$ cat src/logic/cpu_settings.svh
`ifndef CPU_SETTINGS_SVH
`define CPU_SETTINGS_SVH

// datapath sizes
`define DATA_WIDTH 8
`define ADDR_WIDTH 16
`define NUM_REGS   4

`define STACK_TOP  {`ADDR_WIDTH{1'b1}} // stack grows down from here

// alu operation codes, taken from opcode bits 3:0
`define ALU_OP_ADD 4'd0
`define ALU_OP_SUB 4'd1
`define ALU_OP_AND 4'd2
`define ALU_OP_OR  4'd3
`define ALU_OP_CMP 4'd4
`define ALU_OP_XOR 4'd5
`define ALU_OP_SHL 4'd6
`define ALU_OP_SHR 4'd7

`endif

$ cat src/logic/cpuPkg.sv
`include "cpu_settings.svh"

package cpuPkg;

    typedef logic [`DATA_WIDTH-1:0]       byteT;
    typedef logic [`ADDR_WIDTH-1:0]       addrT;
    typedef logic [$clog2(`NUM_REGS)-1:0] regSelT; // 0 selects r1

    // one fetched word
    typedef struct packed
    {
        byteT operand; // high byte
        byteT opcode;  // low byte
    } instrT;

    // low eight values line up with opcode bits 2:0
    typedef enum logic [3:0]
    {
        KIND_NOP  = 4'd0,
        KIND_MOV  = 4'd1,
        KIND_JMP  = 4'd2,
        KIND_LODB = 4'd3,
        KIND_STB  = 4'd4,
        KIND_BNE  = 4'd5,
        KIND_BEQ  = 4'd6,
        KIND_BGR  = 4'd7,
        KIND_ALU  = 4'd8,
        KIND_PUSH = 4'd9,
        KIND_POP  = 4'd10
    } instrKindE;

    typedef enum logic [3:0]
    {
        ALU_ADD = `ALU_OP_ADD,
        ALU_SUB = `ALU_OP_SUB,
        ALU_AND = `ALU_OP_AND,
        ALU_OR  = `ALU_OP_OR,
        ALU_CMP = `ALU_OP_CMP,
        ALU_XOR = `ALU_OP_XOR,
        ALU_SHL = `ALU_OP_SHL,
        ALU_SHR = `ALU_OP_SHR
    } aluOpE;

    // ----------------------------------------
    // decoded instruction
    // ----------------------------------------
    typedef struct packed
    {
        instrKindE kind;
        regSelT    srcSel;  // data / second alu operand
        regSelT    dstSel;  // register written
        regSelT    addrSel; // stb address register
        aluOpE     aluOp;
        byteT      operand;
    } decodeT;

    typedef struct packed
    {
        logic eq;
        logic gt;
    } flagsT;

    typedef struct packed
    {
        addrT addr;
        byteT wrData;
        logic wrEn;
    } memReqT;

endpackage

$ cat src/logic/cpuCore.sv
`timescale 1ns/1ns

module cpuCore (
    input  logic           clk,
    input  logic           rst,
    input  cpuPkg::instrT  instr,
    input  cpuPkg::byteT   rdData,
    output cpuPkg::addrT   instrAddr,
    output cpuPkg::memReqT memReq
);

    cpuPkg::decodeT dec;
    cpuPkg::byteT   storeData;
    cpuPkg::byteT   storeAddr;
    cpuPkg::flagsT  flags;
    cpuPkg::addrT   stackPtr;

    instrDecoder decoder0 (
        .instr (instr),
        .dec   (dec)
    );

    // registers, alu and flags
    dataUnit data0 (
        .clk       (clk),
        .rst       (rst),
        .dec       (dec),
        .rdData    (rdData),
        .storeData (storeData),
        .storeAddr (storeAddr),
        .flags     (flags)
    );

    programSequencer seq0 (
        .clk       (clk),
        .rst       (rst),
        .dec       (dec),
        .flags     (flags),
        .instrAddr (instrAddr),
        .stackPtr  (stackPtr)
    );

    memPort port0 (
        .rst       (rst),
        .dec       (dec),
        .storeData (storeData),
        .storeAddr (storeAddr),
        .stackPtr  (stackPtr),
        .instrAddr (instrAddr),
        .memReq    (memReq)
    );

endmodule

$ cat src/logic/dataUnit.sv
`timescale 1ns/1ns
`include "cpu_settings.svh"

module dataUnit (
    input  logic           clk,
    input  logic           rst,
    input  cpuPkg::decodeT dec,
    input  cpuPkg::byteT   rdData,
    output cpuPkg::byteT   storeData,
    output cpuPkg::byteT   storeAddr,
    output cpuPkg::flagsT  flags
);

    cpuPkg::byteT   regFile [`NUM_REGS]; // r1..r4
    cpuPkg::byteT   accVal;
    cpuPkg::byteT   srcVal;
    cpuPkg::byteT   aluResult;
    cpuPkg::flagsT  flagsQ;
    logic           isCmp;
    logic           regWrEn;
    cpuPkg::regSelT regWrSel;
    cpuPkg::byteT   regWrData;

    // ----------------------------------------
    // register reads
    // ----------------------------------------
    assign accVal    = regFile[0];
    assign srcVal    = regFile[dec.srcSel];
    assign storeData = srcVal;               // stb data and push data
    assign storeAddr = regFile[dec.addrSel];
    assign flags     = flagsQ;

    assign isCmp = (dec.kind == cpuPkg::KIND_ALU) && (dec.aluOp == cpuPkg::ALU_CMP);

    // ----------------------------------------
    // alu
    // ----------------------------------------
    always_comb
    begin
        case (dec.aluOp)
            cpuPkg::ALU_ADD: aluResult = accVal + srcVal;
            cpuPkg::ALU_SUB: aluResult = accVal - srcVal;
            cpuPkg::ALU_AND: aluResult = accVal & srcVal;
            cpuPkg::ALU_OR:  aluResult = accVal | srcVal;
            cpuPkg::ALU_CMP: aluResult = accVal - srcVal; // never written back
            cpuPkg::ALU_XOR: aluResult = accVal ^ srcVal;
            cpuPkg::ALU_SHL: aluResult = accVal << srcVal;
            cpuPkg::ALU_SHR: aluResult = accVal >> srcVal;
            default:         aluResult = srcVal; // codes 8..15
        endcase
    end

    // pick the one register write of this cycle
    always_comb
    begin
        regWrEn   = 1'b0;
        regWrSel  = dec.dstSel;
        regWrData = aluResult;
        case (dec.kind)
            cpuPkg::KIND_ALU:
            begin
                regWrEn  = !isCmp;
                regWrSel = '0; // result always goes to r1
            end
            cpuPkg::KIND_MOV:
            begin
                regWrEn   = 1'b1;
                regWrData = srcVal;
            end
            cpuPkg::KIND_LODB:
            begin
                regWrEn   = 1'b1;
                regWrData = dec.operand;
            end
            cpuPkg::KIND_POP:
            begin
                regWrEn   = 1'b1;
                regWrData = rdData; // byte read at sp + 1
            end
            default:
                regWrEn = 1'b0;
        endcase
    end

    always_ff @(posedge clk or posedge rst)
    begin
        if (rst)
        begin
            for (int i = 0; i < `NUM_REGS; i++)
            begin
                regFile[i] <= '0;
            end
            flagsQ <= '0;
        end
        else
        begin
            if (regWrEn)
            begin
                regFile[regWrSel] <= regWrData;
            end
            // flags only change on cmp
            if (isCmp)
            begin
                flagsQ.eq <= (accVal == srcVal);
                flagsQ.gt <= (accVal > srcVal);
            end
        end
    end

endmodule

$ cat src/logic/instrDecoder.sv
`timescale 1ns/1ns

module instrDecoder (
    input  cpuPkg::instrT  instr,
    output cpuPkg::decodeT dec
);

    cpuPkg::byteT op;

    assign op = instr.opcode;

    always_comb
    begin
        // defaults follow the regular opcode layout
        dec.kind    = cpuPkg::KIND_NOP;
        dec.srcSel  = op[4:3];
        dec.dstSel  = op[6:5];
        dec.addrSel = op[6:5];
        dec.aluOp   = cpuPkg::aluOpE'(op[3:0]);
        dec.operand = instr.operand;

        if (op[7])
        begin
            dec.kind   = cpuPkg::KIND_ALU;
            dec.srcSel = op[6:5]; // r1 is always the other operand
        end
        else if (op[3:0] == 4'b1111)
        begin
            // stack ops name a single register in 6:5
            if (op[4])
            begin
                dec.kind = cpuPkg::KIND_POP;
            end
            else
            begin
                dec.kind = cpuPkg::KIND_PUSH;
            end
            dec.srcSel = op[6:5];
            dec.dstSel = op[6:5];
        end
        else
        begin
            // regular opcodes
            case (op[2:0])
                3'b000:
                    dec.kind = cpuPkg::KIND_NOP;
                3'b001:
                    dec.kind = cpuPkg::KIND_MOV;
                3'b010:
                    dec.kind = cpuPkg::KIND_JMP;
                3'b011:
                begin
                    dec.kind   = cpuPkg::KIND_LODB;
                    dec.dstSel = op[4:3]; // lodb target sits lower
                end
                3'b100:
                    dec.kind = cpuPkg::KIND_STB;
                3'b101:
                    dec.kind = cpuPkg::KIND_BNE;
                3'b110:
                    dec.kind = cpuPkg::KIND_BEQ;
                default:
                    dec.kind = cpuPkg::KIND_BGR; // old lodbmem codes land here too
            endcase
        end
    end

endmodule

$ cat src/logic/memPort.sv
`timescale 1ns/1ns

module memPort (
    input  logic           rst,
    input  cpuPkg::decodeT dec,
    input  cpuPkg::byteT   storeData,
    input  cpuPkg::byteT   storeAddr,
    input  cpuPkg::addrT   stackPtr,
    input  cpuPkg::addrT   instrAddr,
    output cpuPkg::memReqT memReq
);

    always_comb
    begin
        memReq.wrData = storeData;
        memReq.wrEn   = 1'b0;
        case (dec.kind)
            cpuPkg::KIND_STB:
            begin
                memReq.addr = cpuPkg::addrT'(storeAddr); // low page only
                memReq.wrEn = !rst;
            end
            cpuPkg::KIND_PUSH:
            begin
                memReq.addr = stackPtr;
                memReq.wrEn = !rst;
            end
            cpuPkg::KIND_POP:
                memReq.addr = stackPtr + cpuPkg::addrT'(1); // last pushed byte
            default:
                memReq.addr = instrAddr + cpuPkg::addrT'(1);
        endcase
    end

endmodule

$ cat src/logic/programSequencer.sv
`timescale 1ns/1ns
`include "cpu_settings.svh"

module programSequencer (
    input  logic           clk,
    input  logic           rst,
    input  cpuPkg::decodeT dec,
    input  cpuPkg::flagsT  flags,
    output cpuPkg::addrT   instrAddr,
    output cpuPkg::addrT   stackPtr
);

    cpuPkg::addrT pcQ;
    cpuPkg::addrT pcNext;
    cpuPkg::addrT spQ;
    cpuPkg::addrT spNext;
    cpuPkg::addrT jmpOffset;
    logic         branchTaken;

    // relative jump distance, two's complement byte
    assign jmpOffset = {{(`ADDR_WIDTH-`DATA_WIDTH){dec.operand[`DATA_WIDTH-1]}}, dec.operand};

    always_comb
    begin
        case (dec.kind)
            cpuPkg::KIND_BNE: branchTaken = !flags.eq;
            cpuPkg::KIND_BEQ: branchTaken = flags.eq;
            cpuPkg::KIND_BGR: branchTaken = flags.gt;
            default:          branchTaken = 1'b0;
        endcase
    end

    // ----------------------------------------
    // next pc and stack pointer
    // ----------------------------------------
    always_comb
    begin
        case (dec.kind)
            cpuPkg::KIND_LODB:
                pcNext = pcQ + cpuPkg::addrT'(2);
            cpuPkg::KIND_JMP:
                pcNext = pcQ + jmpOffset;
            cpuPkg::KIND_BNE, cpuPkg::KIND_BEQ, cpuPkg::KIND_BGR:
                pcNext = branchTaken ? cpuPkg::addrT'(dec.operand) // absolute target
                                     : pcQ + cpuPkg::addrT'(2);
            default:
                pcNext = pcQ + cpuPkg::addrT'(1);
        endcase

        case (dec.kind)
            cpuPkg::KIND_PUSH: spNext = spQ - cpuPkg::addrT'(1);
            cpuPkg::KIND_POP:  spNext = spQ + cpuPkg::addrT'(1);
            default:           spNext = spQ;
        endcase
    end

    always_ff @(posedge clk or posedge rst)
    begin
        if (rst)
        begin
            pcQ <= '0;
            spQ <= `STACK_TOP;
        end
        else
        begin
            pcQ <= pcNext;
            spQ <= spNext;
        end
    end

    assign instrAddr = pcQ;
    assign stackPtr  = spQ;

endmodule

$ cat config.mk
export PLATFORM = sky130hd
export DESIGN_NAME = cpuCore
export DESIGN_NICKNAME = d
export VERILOG_FILES = /design/src/logic/cpuPkg.sv /design/src/logic/cpuCore.sv /design/src/logic/dataUnit.sv /design/src/logic/instrDecoder.sv /design/src/logic/memPort.sv /design/src/logic/programSequencer.sv
export VERILOG_INCLUDE_DIRS = /design/src /design/src/logic
export SDC_FILE = /design/constraint.sdc
export NUM_CORES = 1
export LEC_CHECK = 0
export BUFFER_PORTS_ARGS = -buffer_cell sky130_fd_sc_hd__buf_2
export CORE_MARGIN = 3
export CORE_UTILIZATION = 56
export CTS_BUF_LIST = sky130_fd_sc_hd__clkbuf_16
export DETAILED_ROUTE_END_ITERATION = 12
export PLACE_DENSITY = 0.8
export SETUP_SLACK_MARGIN = 0.3
export SYNTH_ARGS = -nofsm -noshare
export SYNTH_HDL_FRONTEND = slang
export SYNTH_SLANG_ARGS = --single-unit
export TNS_END_PERCENT = 10
$ cat constraint.sdc
create_clock -name clk -period 3.82 [get_ports clk]
set_input_delay 1.146 -clock clk [delete_from_list [all_inputs] [get_ports clk]]
set_output_delay 1.146 -clock clk [all_outputs]
set_load 0.03 [all_outputs]
== Word-level counts from Yosys, hierarchy flattened ==
Cells that the tools add are included.
Word-level totals
  register bits: 66
  bits of input ports: 26
Cells by class
  shift operators: 2
  $add $sub $neg: 7
  magnitude comparators: 5
  reduce and logical (&&, ||, !) cells: 12
  eq/ne operators: 25
  bitwise logic cells: 6
  mux-type cells: 27
Operators by type and width (number)
  16-bit one-hot mux with 3 select lines: 2
  8-bit one-hot mux with 7 select lines: 1
  8-bit 2-to-1 mux: 5
  16-bit by 1-bit adder with 16-bit output (second input constant): 2
  8-bit binary-select mux with 2-bit select: 2
  32-bit bitwise mux: 1
  4-bit by 3-bit equality test with 1-bit output (second input constant): 8
  16-bit one-hot mux with 2 select lines: 1
  8-bit one-hot mux with 3 select lines: 1
  3-bit one-hot mux with 7 select lines: 1
  16-bit adder: 1
  16-bit by 2-bit adder with 16-bit output (second input constant): 1
  8-bit demux with 2-bit select: 1
  4-bit by 2-bit equality test with 1-bit output (second input constant): 4
  4-bit equality test (second input constant): 4
  16-bit 2-to-1 mux: 1
  16-bit by 1-bit subtractor with 16-bit output (second input constant): 1
  2-bit 2-to-1 mux: 6
  3-bit equality test (second input constant): 3
  3-bit >= comparator (second input constant): 3
  2-bit inverter with 3-bit output: 3
  8-bit adder: 1
  8-bit bitwise AND: 1
  4-bit by 1-bit equality test with 1-bit output (second input constant): 2
  22 further kinds: 28

== Depth between registers and ports, before layout ==
  word-level depth: 12
  gate-level depth with buffers: 17
  depth with buffers taken out: 15

== By module ==
From an unflattened synthesis, not the netlist that was laid out.
Second synthesis, totals
  cell total of the unflattened synthesis: 992
  area total of the unflattened synthesis: 7913.8 um^2
By module, submodules not included
  dataUnit: area each 3746.1 um^2, times used 1, cells each 464, seq. area each 850.8 um^2
  programSequencer: area each 2927.8 um^2, times used 1, cells each 341, seq. area each 820.8 um^2
  memPort: area each 1018.5 um^2, times used 1, cells each 161, seq. area each 0.0 um^2
  instrDecoder: area each 221.5 um^2, times used 1, cells each 26, seq. area each 0.0 um^2

== Worst setup path after synthesis ==
Ideal clock, no wire load.
  path kind: input port to flip-flop
  start point: input instr[7] (netlist name)
  end point: register data0.regFile, in the netlist data0.accVal[6]
  slack: -1045 ps
  setup time: 136 ps
  path buffers: 2
  arrival time: 4730 ps
  cell stages on the path: 17
  path through: buf_2 a41oi_4 mux2_4 mux2i_2 mux2i_4 clkbuf_1 ha_1 fa_1 a21o_1 a21oi_1 o21ba_2 mux2i_1 o21ai_0 and3_1 nand2_1 o31ai_2 mux2i_1
RTL lines
  start, declared: line cpuCore.sv:6  | input cpuPkg::instrT instr,
  end signal, assigned by index: line dataUnit.sv:99  | regFile[regWrSel] <= regWrData;
  end, declared: line dataUnit.sv:14  | cpuPkg::byteT regFile [`NUM_REGS];

==> results.md <==
- Startpoint Class: input pin
- DR iter-0 viols: 1292
- Max_cap viols: 0
- Power Dens Cells: 576 mW/mm^2
- Number of synthesized flops with an enable pin: 0
- CP Capture Type: primary output
- WL per Instance: 21.8 um
- Failing checks: setup timing
- Simple-gate area share of the yosys netlist: 0.209
- Peak supply drop: 0.518 mV
- Clk slew on worst S/H paths: 50 ps
- Post-synthesis adder-cell area fraction: 0.0633
- Syn avg cell area: 7.73 um^2
- Cells after Synth: 951
- Status: finished with violations
- Final WS setup: -173 ps
- Final nets: 1190
- Area leader, netlist: dfrtp_1
- Grt ovf: 0
- Max-slew violation total from the final report: 0
- Pin count of the biggest net entering global routing: 59
- CTS buffer count: 9
- H-tree depth: 3
- Critical path class: in -> out
- Fmax: 250 MHz
- DP HPWL: 21300 um
- Layout Area Growth over Synthesis: 31.3%
- Cell Rows: 41
- Remaining DRCs: 0
- First-pass GRT wire length: 44400 um
- Die Span Y: 121 um
- Worst Path Arrival: 2850 ps
- Layout cells sized above 1: 0.312
- Unrepaired setup endpoints after global routing: yes
- IO Port Bufs: 66
- Commonest cells after routing, fill and taps aside: buf_4, nand2_1, nor2_1, a21oi_1, o21ai_0
- WP data required: 2670 ps
- Post-synth ARST share: 1.00
- Fillers: 963
- Crit share post-route: 1.05
- Flop and latch count out of synthesis: 66
- Number of global-route vias before repair: 8029
- CTS Root Cell: clkbuf_16
- Main synth FF type: dfrtp_1
- Slew @ Worst Pin: 709 ps
- CTS max path bufs: 2
- Combinational family with the most area after synthesis: compound AO/OA/AOI/OAI gates
- Yosys top cell area share: 0.170
- Ranking of synthesized cells by area: dfrtp_1, ha_1, dfstp_2, nand2_1, nor2_1
- Synthesized net count: 1013
- Slew Limit Headroom: 0.527
- Min Tclk post-route: 3990 ps
- Mux cell area share after synthesis: 0.0992
- Final WL: 28500 um
- Hold Crit Class: reg -> reg
- Synth cell types: 77
- Hold WS: 503 ps
- Sequential cell area fraction in the yosys report: 0.227
- # diodes: 0
- Total Routing Usage GR: 0.391
- Vias per inst: 6.68
- Setup violators final: 16
- Fin. Hold Viols: 0
- Final Wtd Congestion: 1.06
- Final Power: 0.00557 W
- R2R setup slack: 480 ps
- Initial antenna violation count: 0
- IO Pins: 67
- Leading cell type in the layout, fill and taps excluded: buf_4
- Yosys warns: 0
- Setup Total Neg Slack: -1160 ps
- Compound-Gate Fraction of Synth Area: 0.263
- Multi-input combinational cell area: 0.00561 mm^2
- CORE AREA: 0.0127 mm^2
- Starting Density: 0.578
- Die Wd: 121 um
- Netlist Area Pre-Place: 0.00735 mm^2
- TritonCTS clock tree: built
- DRT antenna net count: 0
- CTS Hold Bufs: 0
- Leakage: 4.16 nW
- TritonRoute pass-1 iters: 6
- Pre-CTS WS: -668 ps
- Final Skew: 16.5 ps
- Register area: 0.00167 mm^2
- Die area: 0.0145 mm^2
- XOR/XNOR Fraction of Synth Area: 0.0822
- Via count: 8718
- Worst-path maximum fanout: 8
- TritonCTS Sinks: 66
- Worst skew pair latency: 360 ps
## worst max-delay path: stages
cell     delay [ps]
buf_8           110
a41oi_4         240
mux2_4          410
mux2i_4         230
mux2i_4         220
buf_6           130
buf_6           110
buf_6           130
buf_6           130
## state kept, by name, indices dropped and copies added, names as in the netlist
register / cells
data0.regFile: 24
seq0.instrAddr: 16
seq0.stackPtr: 16
data0.accVal: 8
data0.flags: 2
## per-stage QoR
step | utilization | area, um^2 | std cells
6_report | 0.759 | 9660 | 1305
5_1_grt | 0.759 | 9660 | 1305
4_1_cts | 0.748 | 9520 | 1304
3_5_place_dp | 0.698 | 8880 | 1280
3_3_place_gp | 0.698 | 8880 | 1280
2_1_floorplan | - | 7470 | 951
## area by class of cell
| cell class | instances | area share |
|---|---|---|
| multi-input cells | 782 | 0.581 |
| flip-flops and latches | 66 | 0.173 |
| well taps | 172 | 0.0223 |
| clock buffers | 9 | 0.0233 |
| repair buffers | 224 | 0.173 |
| inverters | 45 | 0.0180 |
| clock inverters | 7 | 0.00868 |
## final timing paths
| kind | startpoint | end | cells past startpoint |
|---|---|---|---|
| worst max-delay path | instr[1] | memReq[1] | 9 |
| worst min-delay path | data0.flags[0] | data0.flags[0] | 2 |
| worst max register to register | data0.accVal[5] | data0.accVal[6] | 11 |
| worst min register to register | data0.flags[0] | data0.flags[0] | 2 |
| max in group asynchronous | rst | seq0.stackPtr[3] | 3 |
| min in group asynchronous | rst | seq0.stackPtr[10] | 2 |
## synth_stat cells (20+ instances only)
| cell | number |
|---|---|
| mux2i_1 | 27 |
| xor2_1 | 36 |
| xnor2_1 | 33 |
| a21oi_1 | 68 |
| a31oi_1 | 22 |
| nor2_1 | 91 |
| ha_1 | 34 |
| nand2_1 | 112 |
| dfrtp_1 | 50 |
| nor3_1 | 20 |
| inv_1 | 41 |
| nand3_1 | 30 |
| clkbuf_1 | 43 |
| o21ai_0 | 64 |
## routing by layer
metal | vias up | share of wire | GRT usage
met4 | 0 | 0.048 | 0.174
met3 | 114 | 0.12 | 0.0725
li1 | 3871 | - | -
met5 | - | 0 | 0
met2 | 650 | 0.43 | 0.571
met1 | 4083 | 0.40 | 0.562
## power breakdown
group | total, W | internal [W] | switching, W
clock | 0.000892 | 0.000518 | 0.000373
combinational | 0.00345 | 0.00151 | 0.00194
sequential | 0.00122 | 0.000908 | 0.000316
total | 0.00557 | 0.00294 | 0.00263
## timing repair
item / in CTS / in global routing
setup endpoints to repair: 41 / 42
setup buffers: 8 / 1
pin swaps: 29 / 16
gates resized for setup: 74 / 37
## kinds of logic after synthesis
group / after synthesis
DFF: 66
AOI/OAI and AO/OA: 290
adders and majority gates: 36
buffers and inverters: 103
xor gates and xnor gates: 69
muxes: 54
and+or+nand+nor: 333
No activity file was read; power rests on OpenSTA's default activity.
